**src/common/poker_params.svh**
```systemverilog
`ifndef POKER_PARAMS_SVH
`define POKER_PARAMS_SVH

// Money path width and table economics.
`define MONEY_W        7
`define START_BALANCE  49
`define RAISE_STEP     5

// APB address width.
`define APB_AW         5

// Register map.
`define ACTION_ADDR    5'h00
`define CONTROL_ADDR   5'h04
`define SHOWDOWN_ADDR  5'h08
`define STATUS_ADDR    5'h0C
`define BALANCE_ADDR   5'h10

`endif

```
**src/common/poker_pkg.sv**
```systemverilog
`include "poker_params.svh"

package poker_pkg;

    typedef enum logic [1:0] {playing, cashout, freeze} table_state_t;

    typedef enum logic [1:0] {preflop, flop, turn, river} round_t;

    typedef enum logic {p1, p2} player_t;

    typedef enum logic [1:0] {
        act_none  = 2'd0,
        act_fold  = 2'd1,
        act_call  = 2'd2,
        act_raise = 2'd3
    } action_t;

    // How the pot is paid out after the payment lands.
    typedef enum logic [1:0] {award_none, award_fold, award_showdown, award_split} award_t;

    typedef struct packed {
        logic                psel;
        logic                penable;
        logic                pwrite;
        logic [`APB_AW-1:0]  paddr;
        logic [31:0]         pwdata;
    } apb_req_s;

    typedef struct packed {
        logic [31:0] prdata;
        logic        pready;
        logic        pslverr;
    } apb_rsp_s;

    typedef struct packed {
        logic                valid;
        player_t             payer;
        logic [`MONEY_W-1:0] amount;
        award_t              award;
        player_t             winner;
    } transfer_s;

    typedef struct packed {
        logic p1_wins;
        logic tie;
    } showdown_s;

    typedef struct packed {
        logic [`MONEY_W-1:0] p1_balance;
        logic [`MONEY_W-1:0] p2_balance;
        logic [`MONEY_W-1:0] pot;
    } ledger_s;

    typedef struct packed {
        round_t              round;
        player_t             cur_player;
        player_t             start_player;
        logic [`MONEY_W-1:0] cur_bet;
        logic                hand_parity;
    } bet_status_s;

endpackage

```
**src/logic/apb_table_regs.sv**
```systemverilog
`timescale 1ns/10ps
`include "poker_params.svh"

module apb_table_regs (
    input  logic                    clk,
    input  logic                    reset_d,
    input  poker_pkg::apb_req_s     apb_req,
    output poker_pkg::apb_rsp_s     apb_rsp,
    output logic                    action_strobe,
    output poker_pkg::action_t      action,
    input  logic                    action_ok,
    output logic                    cashout_req,
    output logic                    freeze_req,
    output poker_pkg::showdown_s    showdown,
    input  poker_pkg::table_state_t table_state,
    input  poker_pkg::bet_status_s  bet_status,
    input  poker_pkg::ledger_s      ledger
);

    logic        access;
    logic        wr;
    logic        rd;
    logic        addr_hit;
    logic [31:0] rdata;

    // Access phase of a transfer.
    assign access = apb_req.psel && apb_req.penable;
    assign wr     = access && apb_req.pwrite;
    assign rd     = access && !apb_req.pwrite;

    assign action_strobe = wr && (apb_req.paddr == `ACTION_ADDR);
    assign action        = poker_pkg::action_t'(apb_req.pwdata[1:0]);

    always_ff @(posedge clk or posedge reset_d) begin
        if (reset_d) begin
            cashout_req <= 1'b0;
            freeze_req  <= 1'b0;
            showdown    <= '0;
        end else if (wr) begin
            if (apb_req.paddr == `CONTROL_ADDR) begin
                cashout_req <= apb_req.pwdata[0];
                freeze_req  <= apb_req.pwdata[1];
            end
            if (apb_req.paddr == `SHOWDOWN_ADDR) begin
                showdown <= poker_pkg::showdown_s'(apb_req.pwdata[1:0]);
            end
        end
    end

    always_comb begin
        addr_hit = 1'b1;
        rdata    = '0;
        case (apb_req.paddr)
            `ACTION_ADDR, `CONTROL_ADDR, `SHOWDOWN_ADDR: begin
                rdata = '0;
            end
            `STATUS_ADDR: begin
                rdata[1:0]   = table_state;
                rdata[3:2]   = bet_status.round;
                rdata[4]     = bet_status.cur_player;
                rdata[11:5]  = bet_status.cur_bet;
                rdata[18:12] = ledger.pot;
            end
            `BALANCE_ADDR: begin
                rdata[6:0]  = ledger.p1_balance;
                rdata[14:8] = ledger.p2_balance;
            end
            default: begin
                addr_hit = 1'b0;
            end
        endcase
    end

    assign apb_rsp.prdata = rd ? rdata : 32'd0;
    assign apb_rsp.pready = 1'b1;

    // Rejected actions and writes to holes in the map.
    assign apb_rsp.pslverr = (action_strobe && !action_ok) || (wr && !addr_hit);

endmodule

```
**src/logic/table_control.sv**
```systemverilog
`timescale 1ns/10ps

module table_control (
    input  logic                    clk,
    input  logic                    reset_d,
    input  logic                    cashout_req,
    input  logic                    freeze_req,
    input  logic                    hand_idle,
    output poker_pkg::table_state_t table_state,
    output logic                    new_table
);

    poker_pkg::table_state_t next_state;
    poker_pkg::table_state_t saved_state;

    always_comb begin
        next_state = table_state;
        case (table_state)
            poker_pkg::playing: begin
                if (freeze_req)
                    next_state = poker_pkg::freeze;
                else if (cashout_req && hand_idle)
                    next_state = poker_pkg::cashout;
            end
            poker_pkg::cashout: begin
                if (freeze_req)
                    next_state = poker_pkg::freeze;
                else if (!cashout_req)
                    next_state = poker_pkg::playing;
            end
            default: begin
                if (!freeze_req)
                    next_state = saved_state;
            end
        endcase
    end

    // Fresh balances on the edge that leaves cashout.
    assign new_table = (table_state == poker_pkg::cashout) &&
                       (next_state == poker_pkg::playing);

    always_ff @(posedge clk or posedge reset_d) begin
        if (reset_d) begin
            table_state <= poker_pkg::playing;
            saved_state <= poker_pkg::playing;
        end else begin
            table_state <= next_state;
            if (next_state == poker_pkg::freeze && table_state != poker_pkg::freeze)
                saved_state <= table_state;
        end
    end

endmodule

```
**src/betting/betting_engine.sv**
```systemverilog
`timescale 1ns/10ps
`include "poker_params.svh"

module betting_engine (
    input  logic                    clk,
    input  logic                    reset_d,
    input  logic                    action_strobe,
    input  poker_pkg::action_t      action,
    input  poker_pkg::table_state_t table_state,
    input  logic                    new_table,
    input  poker_pkg::showdown_s    showdown,
    output poker_pkg::transfer_s    transfer,
    input  logic                    accept,
    output logic                    action_ok,
    output logic                    hand_idle,
    output poker_pkg::bet_status_s  bet_status
);

    poker_pkg::round_t   round;
    poker_pkg::player_t  cur_player;
    logic                hand_parity;
    logic [`MONEY_W-1:0] cur_bet;
    logic [`MONEY_W-1:0] p1_committed;
    logic [`MONEY_W-1:0] p2_committed;

    poker_pkg::player_t  start_player;
    poker_pkg::player_t  other_player;
    logic [`MONEY_W-1:0] call_amt;
    logic [`MONEY_W-1:0] raised_bet;
    logic                advance;
    logic                end_hand;

    assign start_player = poker_pkg::player_t'(hand_parity);
    assign other_player = poker_pkg::player_t'(~cur_player);
    assign call_amt     = cur_bet - ((cur_player == poker_pkg::p1) ? p1_committed : p2_committed);
    assign raised_bet   = cur_bet + `MONEY_W'(`RAISE_STEP);

    always_comb begin
        transfer        = '0;
        transfer.valid  = action_strobe && (table_state == poker_pkg::playing) &&
                          (action != poker_pkg::act_none);
        transfer.payer  = cur_player;
        transfer.award  = poker_pkg::award_none;
        transfer.winner = poker_pkg::p1;
        advance         = 1'b0;
        end_hand        = 1'b0;
        case (action)
            poker_pkg::act_fold: begin
                transfer.award  = poker_pkg::award_fold;
                transfer.winner = other_player;
                end_hand        = 1'b1;
            end
            poker_pkg::act_call: begin
                if (cur_bet != '0) begin
                    transfer.amount = call_amt;
                    advance         = 1'b1;
                end else begin
                    advance = (cur_player != start_player);
                end
                // Closing the river goes to showdown.
                if (advance && round == poker_pkg::river) begin
                    end_hand = 1'b1;
                    if (showdown.tie) begin
                        transfer.award = poker_pkg::award_split;
                    end else begin
                        transfer.award  = poker_pkg::award_showdown;
                        transfer.winner = showdown.p1_wins ? poker_pkg::p1 : poker_pkg::p2;
                    end
                end
            end
            poker_pkg::act_raise: begin
                transfer.amount = call_amt + `MONEY_W'(`RAISE_STEP);
            end
            default: begin
            end
        endcase
    end

    assign action_ok = transfer.valid && accept;

    always_ff @(posedge clk or posedge reset_d) begin
        if (reset_d) begin
            round        <= poker_pkg::preflop;
            cur_player   <= poker_pkg::p1;
            hand_parity  <= 1'b0;
            cur_bet      <= '0;
            p1_committed <= '0;
            p2_committed <= '0;
        end else if (new_table) begin
            round        <= poker_pkg::preflop;
            cur_player   <= poker_pkg::p1;
            hand_parity  <= 1'b0;
            cur_bet      <= '0;
            p1_committed <= '0;
            p2_committed <= '0;
        end else if (action_ok) begin
            if (end_hand) begin
                round        <= poker_pkg::preflop;
                cur_player   <= poker_pkg::player_t'(~hand_parity);
                hand_parity  <= ~hand_parity;
                cur_bet      <= '0;
                p1_committed <= '0;
                p2_committed <= '0;
            end else if (advance) begin
                round        <= poker_pkg::round_t'(round + 2'd1);
                cur_player   <= start_player;
                cur_bet      <= '0;
                p1_committed <= '0;
                p2_committed <= '0;
            end else if (action == poker_pkg::act_raise) begin
                cur_bet    <= raised_bet;
                cur_player <= other_player;
                if (cur_player == poker_pkg::p1)
                    p1_committed <= raised_bet;
                else
                    p2_committed <= raised_bet;
            end else begin
                // Start player checked.
                cur_player <= other_player;
            end
        end
    end

    assign hand_idle = (round == poker_pkg::preflop) && (cur_bet == '0);

    assign bet_status.round        = round;
    assign bet_status.cur_player   = cur_player;
    assign bet_status.start_player = start_player;
    assign bet_status.cur_bet      = cur_bet;
    assign bet_status.hand_parity  = hand_parity;

endmodule

```
**src/betting/chip_ledger.sv**
```systemverilog
`timescale 1ns/10ps
`include "poker_params.svh"

module chip_ledger (
    input  logic                 clk,
    input  logic                 reset_d,
    input  logic                 new_table,
    input  poker_pkg::transfer_s transfer,
    output logic                 accept,
    output poker_pkg::ledger_s   ledger
);

    logic [`MONEY_W-1:0] p1_balance;
    logic [`MONEY_W-1:0] p2_balance;
    logic [`MONEY_W-1:0] pot;

    logic [`MONEY_W-1:0] payer_balance;
    logic [`MONEY_W-1:0] p1_paid;
    logic [`MONEY_W-1:0] p2_paid;
    logic [`MONEY_W-1:0] pot_paid;
    logic [`MONEY_W-1:0] half_pot;

    assign payer_balance = (transfer.payer == poker_pkg::p1) ? p1_balance : p2_balance;

    // No credit at this table.
    assign accept = transfer.valid && (transfer.amount <= payer_balance);

    always_comb begin
        p1_paid = p1_balance;
        p2_paid = p2_balance;
        if (transfer.payer == poker_pkg::p1)
            p1_paid = p1_balance - transfer.amount;
        else
            p2_paid = p2_balance - transfer.amount;
        pot_paid = pot + transfer.amount;
        half_pot = pot_paid >> 1;
    end

    always_ff @(posedge clk or posedge reset_d) begin
        if (reset_d) begin
            p1_balance <= `MONEY_W'(`START_BALANCE);
            p2_balance <= `MONEY_W'(`START_BALANCE);
            pot        <= '0;
        end else if (new_table) begin
            p1_balance <= `MONEY_W'(`START_BALANCE);
            p2_balance <= `MONEY_W'(`START_BALANCE);
            pot        <= '0;
        end else if (accept) begin
            case (transfer.award)
                poker_pkg::award_fold, poker_pkg::award_showdown: begin
                    pot <= '0;
                    if (transfer.winner == poker_pkg::p1) begin
                        p1_balance <= p1_paid + pot_paid;
                        p2_balance <= p2_paid;
                    end else begin
                        p1_balance <= p1_paid;
                        p2_balance <= p2_paid + pot_paid;
                    end
                end
                poker_pkg::award_split: begin
                    // Odd chip stays with p1.
                    pot        <= '0;
                    p1_balance <= p1_paid + (pot_paid - half_pot);
                    p2_balance <= p2_paid + half_pot;
                end
                default: begin
                    pot        <= pot_paid;
                    p1_balance <= p1_paid;
                    p2_balance <= p2_paid;
                end
            endcase
        end
    end

    assign ledger.p1_balance = p1_balance;
    assign ledger.p2_balance = p2_balance;
    assign ledger.pot        = pot;

endmodule

```
**src/logic/poker_table.sv**
```systemverilog
`timescale 1ns/10ps

module poker_table (
    input  logic                 clk,
    input  logic                 reset_d,
    input  poker_pkg::apb_req_s  apb_req,
    output poker_pkg::apb_rsp_s  apb_rsp
);

    logic                       action_strobe;
    poker_pkg::action_t         action;
    logic                       action_ok;
    logic                       cashout_req;
    logic                       freeze_req;
    poker_pkg::showdown_s       showdown;
    poker_pkg::table_state_t    table_state;
    logic                       new_table;
    logic                       hand_idle;
    poker_pkg::transfer_s       transfer;
    logic                       accept;
    poker_pkg::bet_status_s     bet_status;
    poker_pkg::ledger_s         ledger;

    apb_table_regs i_apb_table_regs (
        .clk           (clk),
        .reset_d       (reset_d),
        .apb_req       (apb_req),
        .apb_rsp       (apb_rsp),
        .action_strobe (action_strobe),
        .action        (action),
        .action_ok     (action_ok),
        .cashout_req   (cashout_req),
        .freeze_req    (freeze_req),
        .showdown      (showdown),
        .table_state   (table_state),
        .bet_status    (bet_status),
        .ledger        (ledger)
    );

    table_control i_table_control (
        .clk         (clk),
        .reset_d     (reset_d),
        .cashout_req (cashout_req),
        .freeze_req  (freeze_req),
        .hand_idle   (hand_idle),
        .table_state (table_state),
        .new_table   (new_table)
    );

    betting_engine i_betting_engine (
        .clk           (clk),
        .reset_d       (reset_d),
        .action_strobe (action_strobe),
        .action        (action),
        .table_state   (table_state),
        .new_table     (new_table),
        .showdown      (showdown),
        .transfer      (transfer),
        .accept        (accept),
        .action_ok     (action_ok),
        .hand_idle     (hand_idle),
        .bet_status    (bet_status)
    );

    chip_ledger i_chip_ledger (
        .clk       (clk),
        .reset_d   (reset_d),
        .new_table (new_table),
        .transfer  (transfer),
        .accept    (accept),
        .ledger    (ledger)
    );

endmodule

```
**config.mk**
```make
export PLATFORM = sky130hd
export DESIGN_NAME = poker_table
export DESIGN_NICKNAME = d
export VERILOG_FILES = /design/src/common/poker_pkg.sv /design/src/logic/apb_table_regs.sv /design/src/logic/table_control.sv /design/src/betting/betting_engine.sv /design/src/betting/chip_ledger.sv /design/src/logic/poker_table.sv
export VERILOG_INCLUDE_DIRS = /design/src /design/src/common
export SDC_FILE = /design/constraint.sdc
export NUM_CORES = 1
export LEC_CHECK = 0
export ABC_CLOCK_PERIOD_IN_PS = 12300
export BUFFER_PORTS_ARGS = -buffer_cell sky130_fd_sc_hd__clkbuf_2
export CORE_ASPECT_RATIO = 0.5
export CORE_UTILIZATION = 60
export CTS_CLUSTER_DIAMETER = 60
export DETAILED_ROUTE_END_ITERATION = 8
export MAX_ROUTING_LAYER = met4
export PLACE_DENSITY = 0.82
export SLEW_MARGIN = 5
export SYNTH_ARGS = -nofsm -noshare
export SYNTH_HDL_FRONTEND = slang
export SYNTH_SLANG_ARGS = --single-unit
```
**constraint.sdc**
```tcl
create_clock -name clk -period 12.3 [get_ports clk]
set_input_delay 0 -clock clk [delete_from_list [all_inputs] [get_ports clk]]
set_output_delay 0 -clock clk [all_outputs]
set_load 0.005 [all_outputs]
```
# After elaboration in Yosys (flattened, before gate mapping)
# Cells that the tools add are included.
# totals
ff_bits	54
inputBits	42
out_inout_bits	34
# op_classes
n_addsub	12
order_cmp	1
n_eq_ne	16
muxes	67
bitwise_logic	2
n_reduce_logical	42
# op_table
operator	count
7-bit two-way mux	31
7-bit one-hot mux with 2 select lines	5
7-bit adder	4
7-bit subtractor	3
19-bit two-way mux	1
2-bit two-way mux	9
1-bit two-way mux	16
1-bit logical AND	15
7-bit by 3-bit adder with 7-bit output (second input constant)	2
2-bit equality test (second input constant)	6
5-bit by 4-bit equality test with 1-bit output (second input constant)	2
2-bit AND reduction	5
2-bit nonzero test	4
4-bit nonzero test	2
7-bit by 6-bit adder with 7-bit output	1
7-bit less-or-equal comparator	1
7-bit zero test	1
7-bit nonzero test	1
7-bit by 6-bit subtractor with 7-bit output	1
2-bit by 1-bit equality test with 1-bit output (second input constant)	3
2-bit zero test	3
3-bit one-hot mux with 2 select lines	1
3-bit AND reduction	2
5-bit by 3-bit equality test with 1-bit output (second input constant)	1
other kinds (17)	20

# Depth between registers and ports, before layout
# Gate-level depths: netlist (run 1).
# logic_depth
ltp_word	11
mapped_depth	30

# Hierarchy
# Synthesis (run 1) repeated with hierarchy kept, for this count alone.
# hier_totals
hier_cells	768
area_unflattened_um2	6347.3
# modules_own_cells
module	n_inst	cells_per_inst	area_per_inst_um2
chip_ledger	1	437	3547.2
betting_engine	1	215	1898.1
apb_table_regs	1	98	685.7
table_control	1	18	216.5

# Worst setup path after synthesis (run 1)
# Ideal clock, no wire load.
# synth_path
path_kind	reg-to-reg
start	register i_betting_engine.cur_player
end	register i_chip_ledger.p1_balance[6]
t_arrival_ns	6.508
path_slack_ns	5.726
path_stages_with_launch	28
n_path_buf	4
period_less_slack_ns	6.574
cell_sequence	dfrtp_1 -> buf_6 -> clkbuf_1 -> clkbuf_1 -> buf_1 -> mux2i_1 -> fa_1 -> ha_1 -> a22oi_1 -> inv_1 -> fa_1 -> a21o_1 -> a21oi_1 -> xnor2_1 -> inv_1 -> fa_1 -> inv_1 -> ha_1 -> inv_1 -> nor2_1 -> nor2_1 -> o21bai_1 -> a21oi_1 -> xnor2_1 -> xnor2_1 -> or3_1 -> a21boi_0 -> o31a_1
# synth_between
elab_chain_cells	11
# synth_rtl
element	line	source
start: declaration	betting_engine.sv:20	poker_pkg::player_t cur_player;
start signal: assignment	betting_engine.sv:84	cur_player <= poker_pkg::p1;
start signal: assignment	betting_engine.sv:91	cur_player <= poker_pkg::p1;
start signal: assignment	betting_engine.sv:99	cur_player <= poker_pkg::player_t'(~hand_parity);
parallel branches: the longest is 11 deep, another holds 7-bit subtractor	n/a	
end signal: assignment	chip_ledger.sv:45	p1_balance <= `MONEY_W'(`START_BALANCE);
end signal: assignment	chip_ledger.sv:53	p1_balance <= p1_paid + pot_paid;
end signal: assignment	chip_ledger.sv:56	p1_balance <= p1_paid;
end: declaration	chip_ledger.sv:13	logic [`MONEY_W-1:0] p1_balance;
# Parallel ways; which one is timed is not known. The select of a mux whose other input is x is not followed.
# A chain may end at the register's enable or synchronous reset.

# Worst setup path in the final report (run 1)
# Ends and elaborated chain as after synthesis.

==> flow_summary.json, run 1 <==
{
  "number_of_global_route_vias_before_repair": 4894,
  "worst_setup_hold_path_clk_slew_ns": 0.08,
  "cts_tree": "built",
  "cap_viol_max_count": 0,
  "drt_iter0_markers": 427,
  "initial_core_util_pct": 62.5,
  "worst-endpoint-required_ns": 12.49,
  "fin_crit_sh_pct": 58.6,
  "crit_path_start_kind": "flop",
  "synth_async_sr_flop_share_pct": 100,
  "place.detailed.hpwl_um": 11600,
  "ys_seq_area_share_pct": 22.8,
  "synthMostInstantiatedCell": "sky130_fd_sc_hd__ha_1",
  "synthesis.instances": 705,
  "remaining_drc_errors": 0,
  "h-tree-depth": 2,
  "post_synth_num_cell_types": 74,
  "grt_first_pass_wirelength_um": 24600,
  "min_path_type": "primary input to flop",
  "clock_latency_ns": 0.30,
  "setup-violations-final": 0,
  "finalWorstPathRequiredPeriod_ns": 7.21,
  "grt_setup_unrepaired": "false",
  "post_synth_edffs": 0,
  "ys_top_cells_by_count": "sky130_fd_sc_hd__ha_1 (68), sky130_fd_sc_hd__inv_1 (65), sky130_fd_sc_hd__a21oi_1 (55), sky130_fd_sc_hd__nor2_1 (55), sky130_fd_sc_hd__dfrtp_1 (48)",
  "synthesis.yosys.warnings": 0,
  "ys_top_cells_by_area": "sky130_fd_sc_hd__dfrtp_1 (20%), sky130_fd_sc_hd__ha_1 (14%), sky130_fd_sc_hd__xnor2_1 (5.0%), sky130_fd_sc_hd__a21oi_1 (4.6%), sky130_fd_sc_hd__fa_1 (4.4%)",
  "routedWlPerCell_um": 17.8,
  "numCtsBuffers": 5,
  "num_rows": 25,
  "vias": 5300,
  "clk_root_buffer_cell": "sky130_fd_sc_hd__clkbuf_16",
  "crit_arrival_ns": 7.40,
  "grt_max_degree": 55,
  "dieArea_sq_um": 10400,
  "leakage_dissipation_nw": 3.11,
  "drtAntennaViolNets": 0,
  "final_hold_viol_count": 0,
  "power.density_nw_per_um2": 68.8,
  "diodes_inserted": 0,
  "final.fill_count": 801,
  "tightestPinTransition_ns": 1.02,
  "setup_tns_ns": 0,
  "synth_top_area_cell": "sky130_fd_sc_hd__dfrtp_1",
  "clock-skew-final_ns": 0.0121,
  "grt.total_usage_pct": 31.5,
  "floorplan.io_pins": 76,
  "post_synth.cell_area_avg_sq_um": 8.46,
  "global_route.overflow_total": 0,
  "drt-vias-per-instance": 6.18,
  "top_cell_type_s_share_of_synthesized_area_pct": 20.1,
  "synth_seq_cells": 54,
  "floorplan.core_area_sq_um": 9540,
  "max_slew_margin_pct": 31.9,
  "dp_slack_ns": 5.12,
  "die_outline_height_um": 72.5,
  "drive_above_1_share_pct": 9.56,
  "detail_route.first_pass.iterations": 5,
  "post-cts-setup-buffers": 0,
  "globalplace.congestion": 0.954,
  "run_status": "finished clean",
  "max_freq_mhz": 139,
  "max-vdd-ir-drop_uv": 58.5,
  "critPathMaxFanout": 46,
  "area_growth_pct": 6.44,
  "synth_area_sq_um": 5960,
  "numPortBuffers": 31,
  "most_used_dff_post_synth": "sky130_fd_sc_hd__dfrtp_1",
  "setup_slack_ns": 5.09,
  "cts.sinks": 54,
  "grt_antenna_before_repair": 0,
  "number_of_buffers_on_the_longest_clock_path": 2,
  "route.final.wire_length_um": 15200,
  "final_max_slew_viol_count": 0,
  "die_width_um": 143,
  "cp-end-kind": "flop",
  "finish.net_count": 844,
  "critical_path_class": "flop to flop"
}
cell families (layout without fill, tap and decap cells):
| group | Yosys count | after routing | share of synthesized area (%) |
|---|---|---|---|
| AO/OA/AOI/OAI | 228 | 228 | 26.1 |
| XOR/XNOR | 49 | 49 | 7.45 |
| adder cells (fa/ha/maj) | 81 | 81 | 18.6 |
| buffers and inverters | 105 | 110 | 7.66 |
| flip-flops | 54 | 54 | 22.8 |
| multiplexers | 22 | 22 | 3.82 |
| other | 2 | 14 | 0.126 |
| AND/OR/NAND/NOR | 164 | 164 | 13.5 |
metrics by stage:
stage | utilization, % | power (mW) | instances | hold WS, ns | instance area [sq um]
3_3_place_gp | 64.4 | 0.265 | 846 | 0.214 | 6140
6_report | 66.5 | 0.436 | 857 | 0.0886 | 6350
4_1_cts | 66.5 | 0.435 | 857 | 0.0891 | 6350
3_5_place_dp | 64.4 | 0.267 | 846 | 0.220 | 6140
5_1_grt | 66.5 | 0.455 | 857 | 0.124 | 6350
2_1_floorplan | - | 0.250 | 717 | 0.111 | 6010
state kept, by name, summed over array words and instances, names as in the netlist, 2 cells and up:
register,cells
i_betting_engine.cur_bet,7
i_betting_engine.p1_committed,7
i_betting_engine.p2_committed,7
i_chip_ledger.p1_balance,7
i_chip_ledger.p2_balance,7
i_chip_ledger.pot,7
i_apb_table_regs.showdown,2
i_betting_engine.round,2
i_table_control.saved_state,2
i_table_control.table_state,2
routing by layer:
metal  part of all wire, %  wire length, um  up-vias  global-route usage (%)
li1                      -                -     2533                       -
met1                    47             7150     2566                    44.8
met2                    45             6920      187                    48.7
met3                   7.0             1060       14                    4.09
met4                  0.68              104        0                    5.02
met5                     0                0        -                       -
layout by cell type, fill, tap and decap left out, drive strengths merged, types with 6 or more instances in the layout:
| cell | instances |
|---|---|
| and3 | 12 |
| nor2 | 55 |
| clkbuf | 36 |
| ha | 68 |
| dfstp | 6 |
| nand2 | 41 |
| a21oi | 55 |
| inv | 66 |
| o21ai | 44 |
| xor2 | 14 |
| a22oi | 25 |
| a31oi | 6 |
| a21o | 16 |
| o21bai | 12 |
| a32o | 9 |
| o21a | 10 |
| conb | 14 |
| dfrtp | 48 |
| fa | 13 |
| xnor2 | 35 |
| mux2i | 16 |
| mux2 | 6 |
| nand3 | 15 |
| a22o | 14 |
layout make-up:
cell class                 count  area, sq um  area share (%)
multi-input combinational    558         4190            66.0
sequential                    54         1360            21.4
tap                          135          169            2.66
clock buffer                   5          125            1.97
clock inverter                 3         48.8           0.769
timing repair buffer          37          208            3.27
inverter                      65          244            3.84
what timing repair did:
action / in CTS / in global routing
resized for setup: 0 / 0
hold endpoints to repair: 50 / 0
hold buffers: 3 / 0
path summary, 6_finish.rpt:
check,from,endpoint,slack (ns),cells after the start
worst max register to register,i_betting_engine.cur_player$_DFFE_PP0P_,i_chip_ledger.p1_balance[6]$_DFFE_PP0P_,5.09,23
worst min register to register,i_betting_engine.p1_committed[2]$_DFFE_PP0P_,i_betting_engine.p1_committed[2]$_DFFE_PP0P_,0.49,1
worst min-delay path,apb_req[35],i_apb_table_regs.showdown[1]$_DFFE_PP0P_,0.09,3
worst max-delay path,i_betting_engine.cur_player$_DFFE_PP0P_,i_chip_ledger.p1_balance[6]$_DFFE_PP0P_,5.09,23
max in group asynchronous,reset_d,i_betting_engine.cur_player$_DFFE_PP0P_,11.39,4
min in group asynchronous,reset_d,i_table_control.saved_state[0]$_DFFE_PP0P_,0.42,4
where the power goes:
| group | total, mW | switching [mW] | internal (mW) |
|---|---|---|---|
| Sequential | 0.184 | 0.00369 | 0.180 |
| Clock | 0.169 | 0.0717 | 0.0977 |
| Combinational | 0.0827 | 0.0511 | 0.0317 |
| Total | 0.436 | 0.126 | 0.310 |
critical path, stage by stage, from the launching register on:
cell	delay (ns)
sky130_fd_sc_hd__dfrtp_2	1.05
sky130_fd_sc_hd__mux2_2	0.44
sky130_fd_sc_hd__ha_1	0.20
sky130_fd_sc_hd__inv_1	0.07
sky130_fd_sc_hd__fa_1	0.45
sky130_fd_sc_hd__ha_1	0.29
sky130_fd_sc_hd__a22oi_1	0.53
sky130_fd_sc_hd__inv_1	0.28
sky130_fd_sc_hd__fa_1	0.51
sky130_fd_sc_hd__xnor2_1	0.39
sky130_fd_sc_hd__inv_1	0.24
sky130_fd_sc_hd__fa_1	0.57
sky130_fd_sc_hd__inv_1	0.07
sky130_fd_sc_hd__fa_1	0.46
sky130_fd_sc_hd__a21oi_1	0.15
sky130_fd_sc_hd__nor2_1	0.05
sky130_fd_sc_hd__nor2_1	0.15
sky130_fd_sc_hd__o21bai_1	0.09
sky130_fd_sc_hd__a21oi_1	0.17
sky130_fd_sc_hd__xnor2_1	0.10
sky130_fd_sc_hd__xnor2_1	0.34
sky130_fd_sc_hd__or3_1	0.16
sky130_fd_sc_hd__a21boi_0	0.07
sky130_fd_sc_hd__o31a_1	0.27
(Power assumes the default switching activity.)
==> inputs of run 2 (changes only) <==
--- a/config.mk
+++ b/config.mk
@@ -6,7 +6,7 @@
 export SDC_FILE = /design/constraint.sdc
 export NUM_CORES = 1
 export LEC_CHECK = 0
-export ABC_CLOCK_PERIOD_IN_PS = 12300
+export ABC_CLOCK_PERIOD_IN_PS = 7450
 export BUFFER_PORTS_ARGS = -buffer_cell sky130_fd_sc_hd__clkbuf_2
 export CORE_ASPECT_RATIO = 0.5
 export CORE_UTILIZATION = 60
==> constraint.sdc (replaced) <==
create_clock -name clk -period 7.45 [get_ports clk]
set_input_delay 0 -clock clk [delete_from_list [all_inputs] [get_ports clk]]
set_output_delay 0 -clock clk [all_outputs]
set_load 0.005 [all_outputs]
==> run 2 against run 1 <==
  * Via count rose by 1.1%
  * Power rose by 68%
  * Global-route usage rose by 0.84 points
  * Worst hold slack got worse by 0.083 ns
  * Clock skew fell by 0.0043 ns
  * Cell area fell by 0.14%
  * Utilization fell by 0.092 points
  * Worst setup slack got worse by 4.3 ns
  * Sequential cell count did not move
  * Fmax rose by 8.7%
  * Clock-buffer cell count rose by 1
  * Largest cell class unchanged
  * Highest routed layer unchanged
==> flow_summary.json, run 2 (same netlist as run 1, synthesis figures left out) <==
{
  "run_status": "finished clean",
  "tightestPinTransition_ns": 0.954,
  "crit_arrival_ns": 6.88,
  "netSwitchingPower_mw": 0.213,
  "finish.net_count": 843,
  "drt_iter0_markers": 475,
  "setup_tns_ns": 0,
  "clock_latency_ns": 0.30,
  "globalRouteMet3Util_pct": 4.36,
  "post_cts_hold_buffer_count": 1,
  "cap_viol_max_count": 0,
  "floorplan.core_area_sq_um": 9540,
  "clock-skew-final_ns": 0.00773,
  "part_of_the_total_power_dissipated_in_sequential_elements_pct": 41.5,
  "dieArea_sq_um": 10400,
  "grt.met1_usage_pct": 44.4,
  "area_growth_pct": 6.30,
  "number_of_global_route_vias_before_repair": 5065,
  "switching_share_of_power_pct": 29.1,
  "initial_core_util_pct": 62.5,
  "max-vdd-ir-drop_uv": 90.3,
  "grt_use_met2_pct": 51.0,
  "power.density_nw_per_um2": 116,
  "vias": 5358,
  "grt_most_used_layer": "met2",
  "grt_first_pass_wirelength_um": 25100,
  "route.final.wire_length_um": 15500,
  "p_int_mw": 0.519,
  "drtAntennaViolNets": 0,
  "dpl.cell_count": 847,
  "num_rows": 25,
  "h-tree-depth": 2,
  "numPortBuffers": 31,
  "place.detailed.hpwl_um": 11800,
  "drt-vias-per-instance": 6.26,
  "min_to": "i_apb_table_regs.freeze_req$_DFFE_PP0P_",
  "leakage_dissipation_nw": 3.12,
  "layout.cells.non_filler": 856,
  "routedWlPerCell_um": 18.2,
  "worst_hold_path.num_cells": 3,
  "global_route.overflow_total": 0,
  "overall_power_consumption_mw": 0.732,
  "critical_path_class": "flop to flop",
  "cp-end-kind": "flop",
  "regToRegEndpoint": "i_chip_ledger.p1_balance[6]$_DFFE_PP0P_",
  "crit_path_start_kind": "flop",
  "grt.total_usage_pct": 32.3,
  "globalplace.congestion": 0.971,
  "diodes_inserted": 0,
  "r2r_cells": 23,
  "post_dp_cell_area_sq_um": 6150,
  "min_path_type": "primary input to flop",
  "critical_path.max_stage_delay_ns": 0.57,
  "setup-violations-final": 0,
  "worst-endpoint-required_ns": 7.70,
  "final_hold_viol_count": 0,
  "comb_power_share_pct": 18.7,
  "timing.critical_path.cells": "mux2_2 > ha_1 > inv_1 > fa_1 > ha_1 > a22oi_1 > inv_1 > fa_1 > xnor2_1 > inv_1 > fa_1 > inv_1 > fa_1 > a21oi_1 > nor2_1 > nor2_1 > o21bai_1 > a21oi_1 > xnor2_1 > xnor2_1 > or3_1 > a21boi_0 > o31a_1",
  "setup_slack_ns": 0.814,
  "floorplan.io_pins": 76,
  "max_freq_mhz": 151,
  "finalWorstPathRequiredPeriod_ns": 6.64,
  "post-cts-setup-buffers": 0,
  "layout.cells.most_common": "sky130_fd_sc_hd__ha_1",
  "critical_path_cell_with_the_highest_stage_delay": "sky130_fd_sc_hd__fa_1",
  "final_cell_area_sq_um": 6340,
  "numCtsBuffers": 5,
  "fin_crit_sh_pct": 89.1,
  "max_slew_margin_pct": 36.4,
  "die_outline_height_um": 72.5,
  "cts_tree": "built",
  "worst_path_dominant_cell_family": "adder cells",
  "timing.reg2reg.setup_slack_ns": 0.81,
  "worstReg2RegStart": "i_betting_engine.cur_player$_DFFE_PP0P_",
  "drive_above_1_share_pct": 9.71,
  "grt_antenna_before_repair": 0,
  "final_max_slew_viol_count": 0,
  "mostFrequentLayoutCells": "sky130_fd_sc_hd__ha_1 (68), sky130_fd_sc_hd__inv_1 (64), sky130_fd_sc_hd__nor2_1 (55), sky130_fd_sc_hd__a21oi_1 (55), sky130_fd_sc_hd__dfrtp_1 (47)",
  "worst_setup_hold_path_clk_slew_ns": 0.08,
  "critPathMaxFanout": 10,
  "grt_setup_unrepaired": "false",
  "clk_root_buffer_cell": "sky130_fd_sc_hd__clkbuf_16",
  "number_of_buffers_on_the_longest_clock_path": 2,
  "grt_max_degree": 55,
  "number_of_buffers_and_inverters_on_the_critical_path": 4,
  "detail_route.first_pass.iterations": 7,
  "post_cts.resized_instances": 0,
  "remaining_drc_errors": 0,
  "timing.hold.worst.start": "apb_req[1]",
  "cts.sinks": 54,
  "die_width_um": 143,
  "clockPowerShare_pct": 39.8,
  "dp_slack_ns": 0.821
}
==> run 2: layout make-up <==
type                    count  area [sq um]
repair buffers             36           195
flip-flops and latches     54          1360
fillers                   788          3200
well taps                 135           169
clock buffers               6           139
clock inverters             2          38.8
multi-input cells         558          4190
inverters                  65           244
==> run 2: power groups by stage <==
stage	combinational, mW	clock, mW	sequential (mW)
3_5_place_dp	0.133	0	0.309
4_1_cts	0.135	0.289	0.303
2_1_floorplan	0.106	0	0.307
5_1_grt	0.152	0.300	0.304
3_3_place_gp	0.128	0	0.309
6_report	0.137	0.291	0.304
==> run 2: layer usage <==
metal  up-vias  share of wire [%]
met5         -                  0
met4         0                1.3
met3        19                6.6
met2       201                 46
met1      2612                 46
li1       2526                  -
==> run 2: worst max-delay path by stage <==
stage / startpoint / endpoint / cells after the start
after global routing: i_betting_engine.cur_player$_DFFE_PP0P_ / i_chip_ledger.p1_balance[6]$_DFFE_PP0P_ / 25
after global placement: i_betting_engine.cur_player$_DFFE_PP0P_ / i_chip_ledger.p1_balance[6]$_DFFE_PP0P_ / 23
after detailed placement: i_betting_engine.cur_player$_DFFE_PP0P_ / i_chip_ledger.p1_balance[6]$_DFFE_PP0P_ / 23
after CTS: i_betting_engine.cur_player$_DFFE_PP0P_ / i_chip_ledger.p1_balance[6]$_DFFE_PP0P_ / 23
after floorplan: i_betting_engine.cur_player$_DFFE_PP0P_ / i_chip_ledger.p1_balance[6]$_DFFE_PP0P_ / 27
final: i_betting_engine.cur_player$_DFFE_PP0P_ / i_chip_ledger.p1_balance[6]$_DFFE_PP0P_ / 23
==> run 2: metrics by stage <==
stage,hold WS (ns),utilization [%]
floorplan,0.111,-
detailed placement,0.224,64.5
finish,0.00546,66.4
global route,0.0183,66.4
CTS,0.00196,66.4
global placement,0.216,64.5
==> run 2: worst min-delay path, stage by stage <==
cell and delay [ns]:
sky130_fd_sc_hd__clkbuf_2 0.12, sky130_fd_sc_hd__nand2_1 0.06, sky130_fd_sc_hd__o21ai_0 0.08
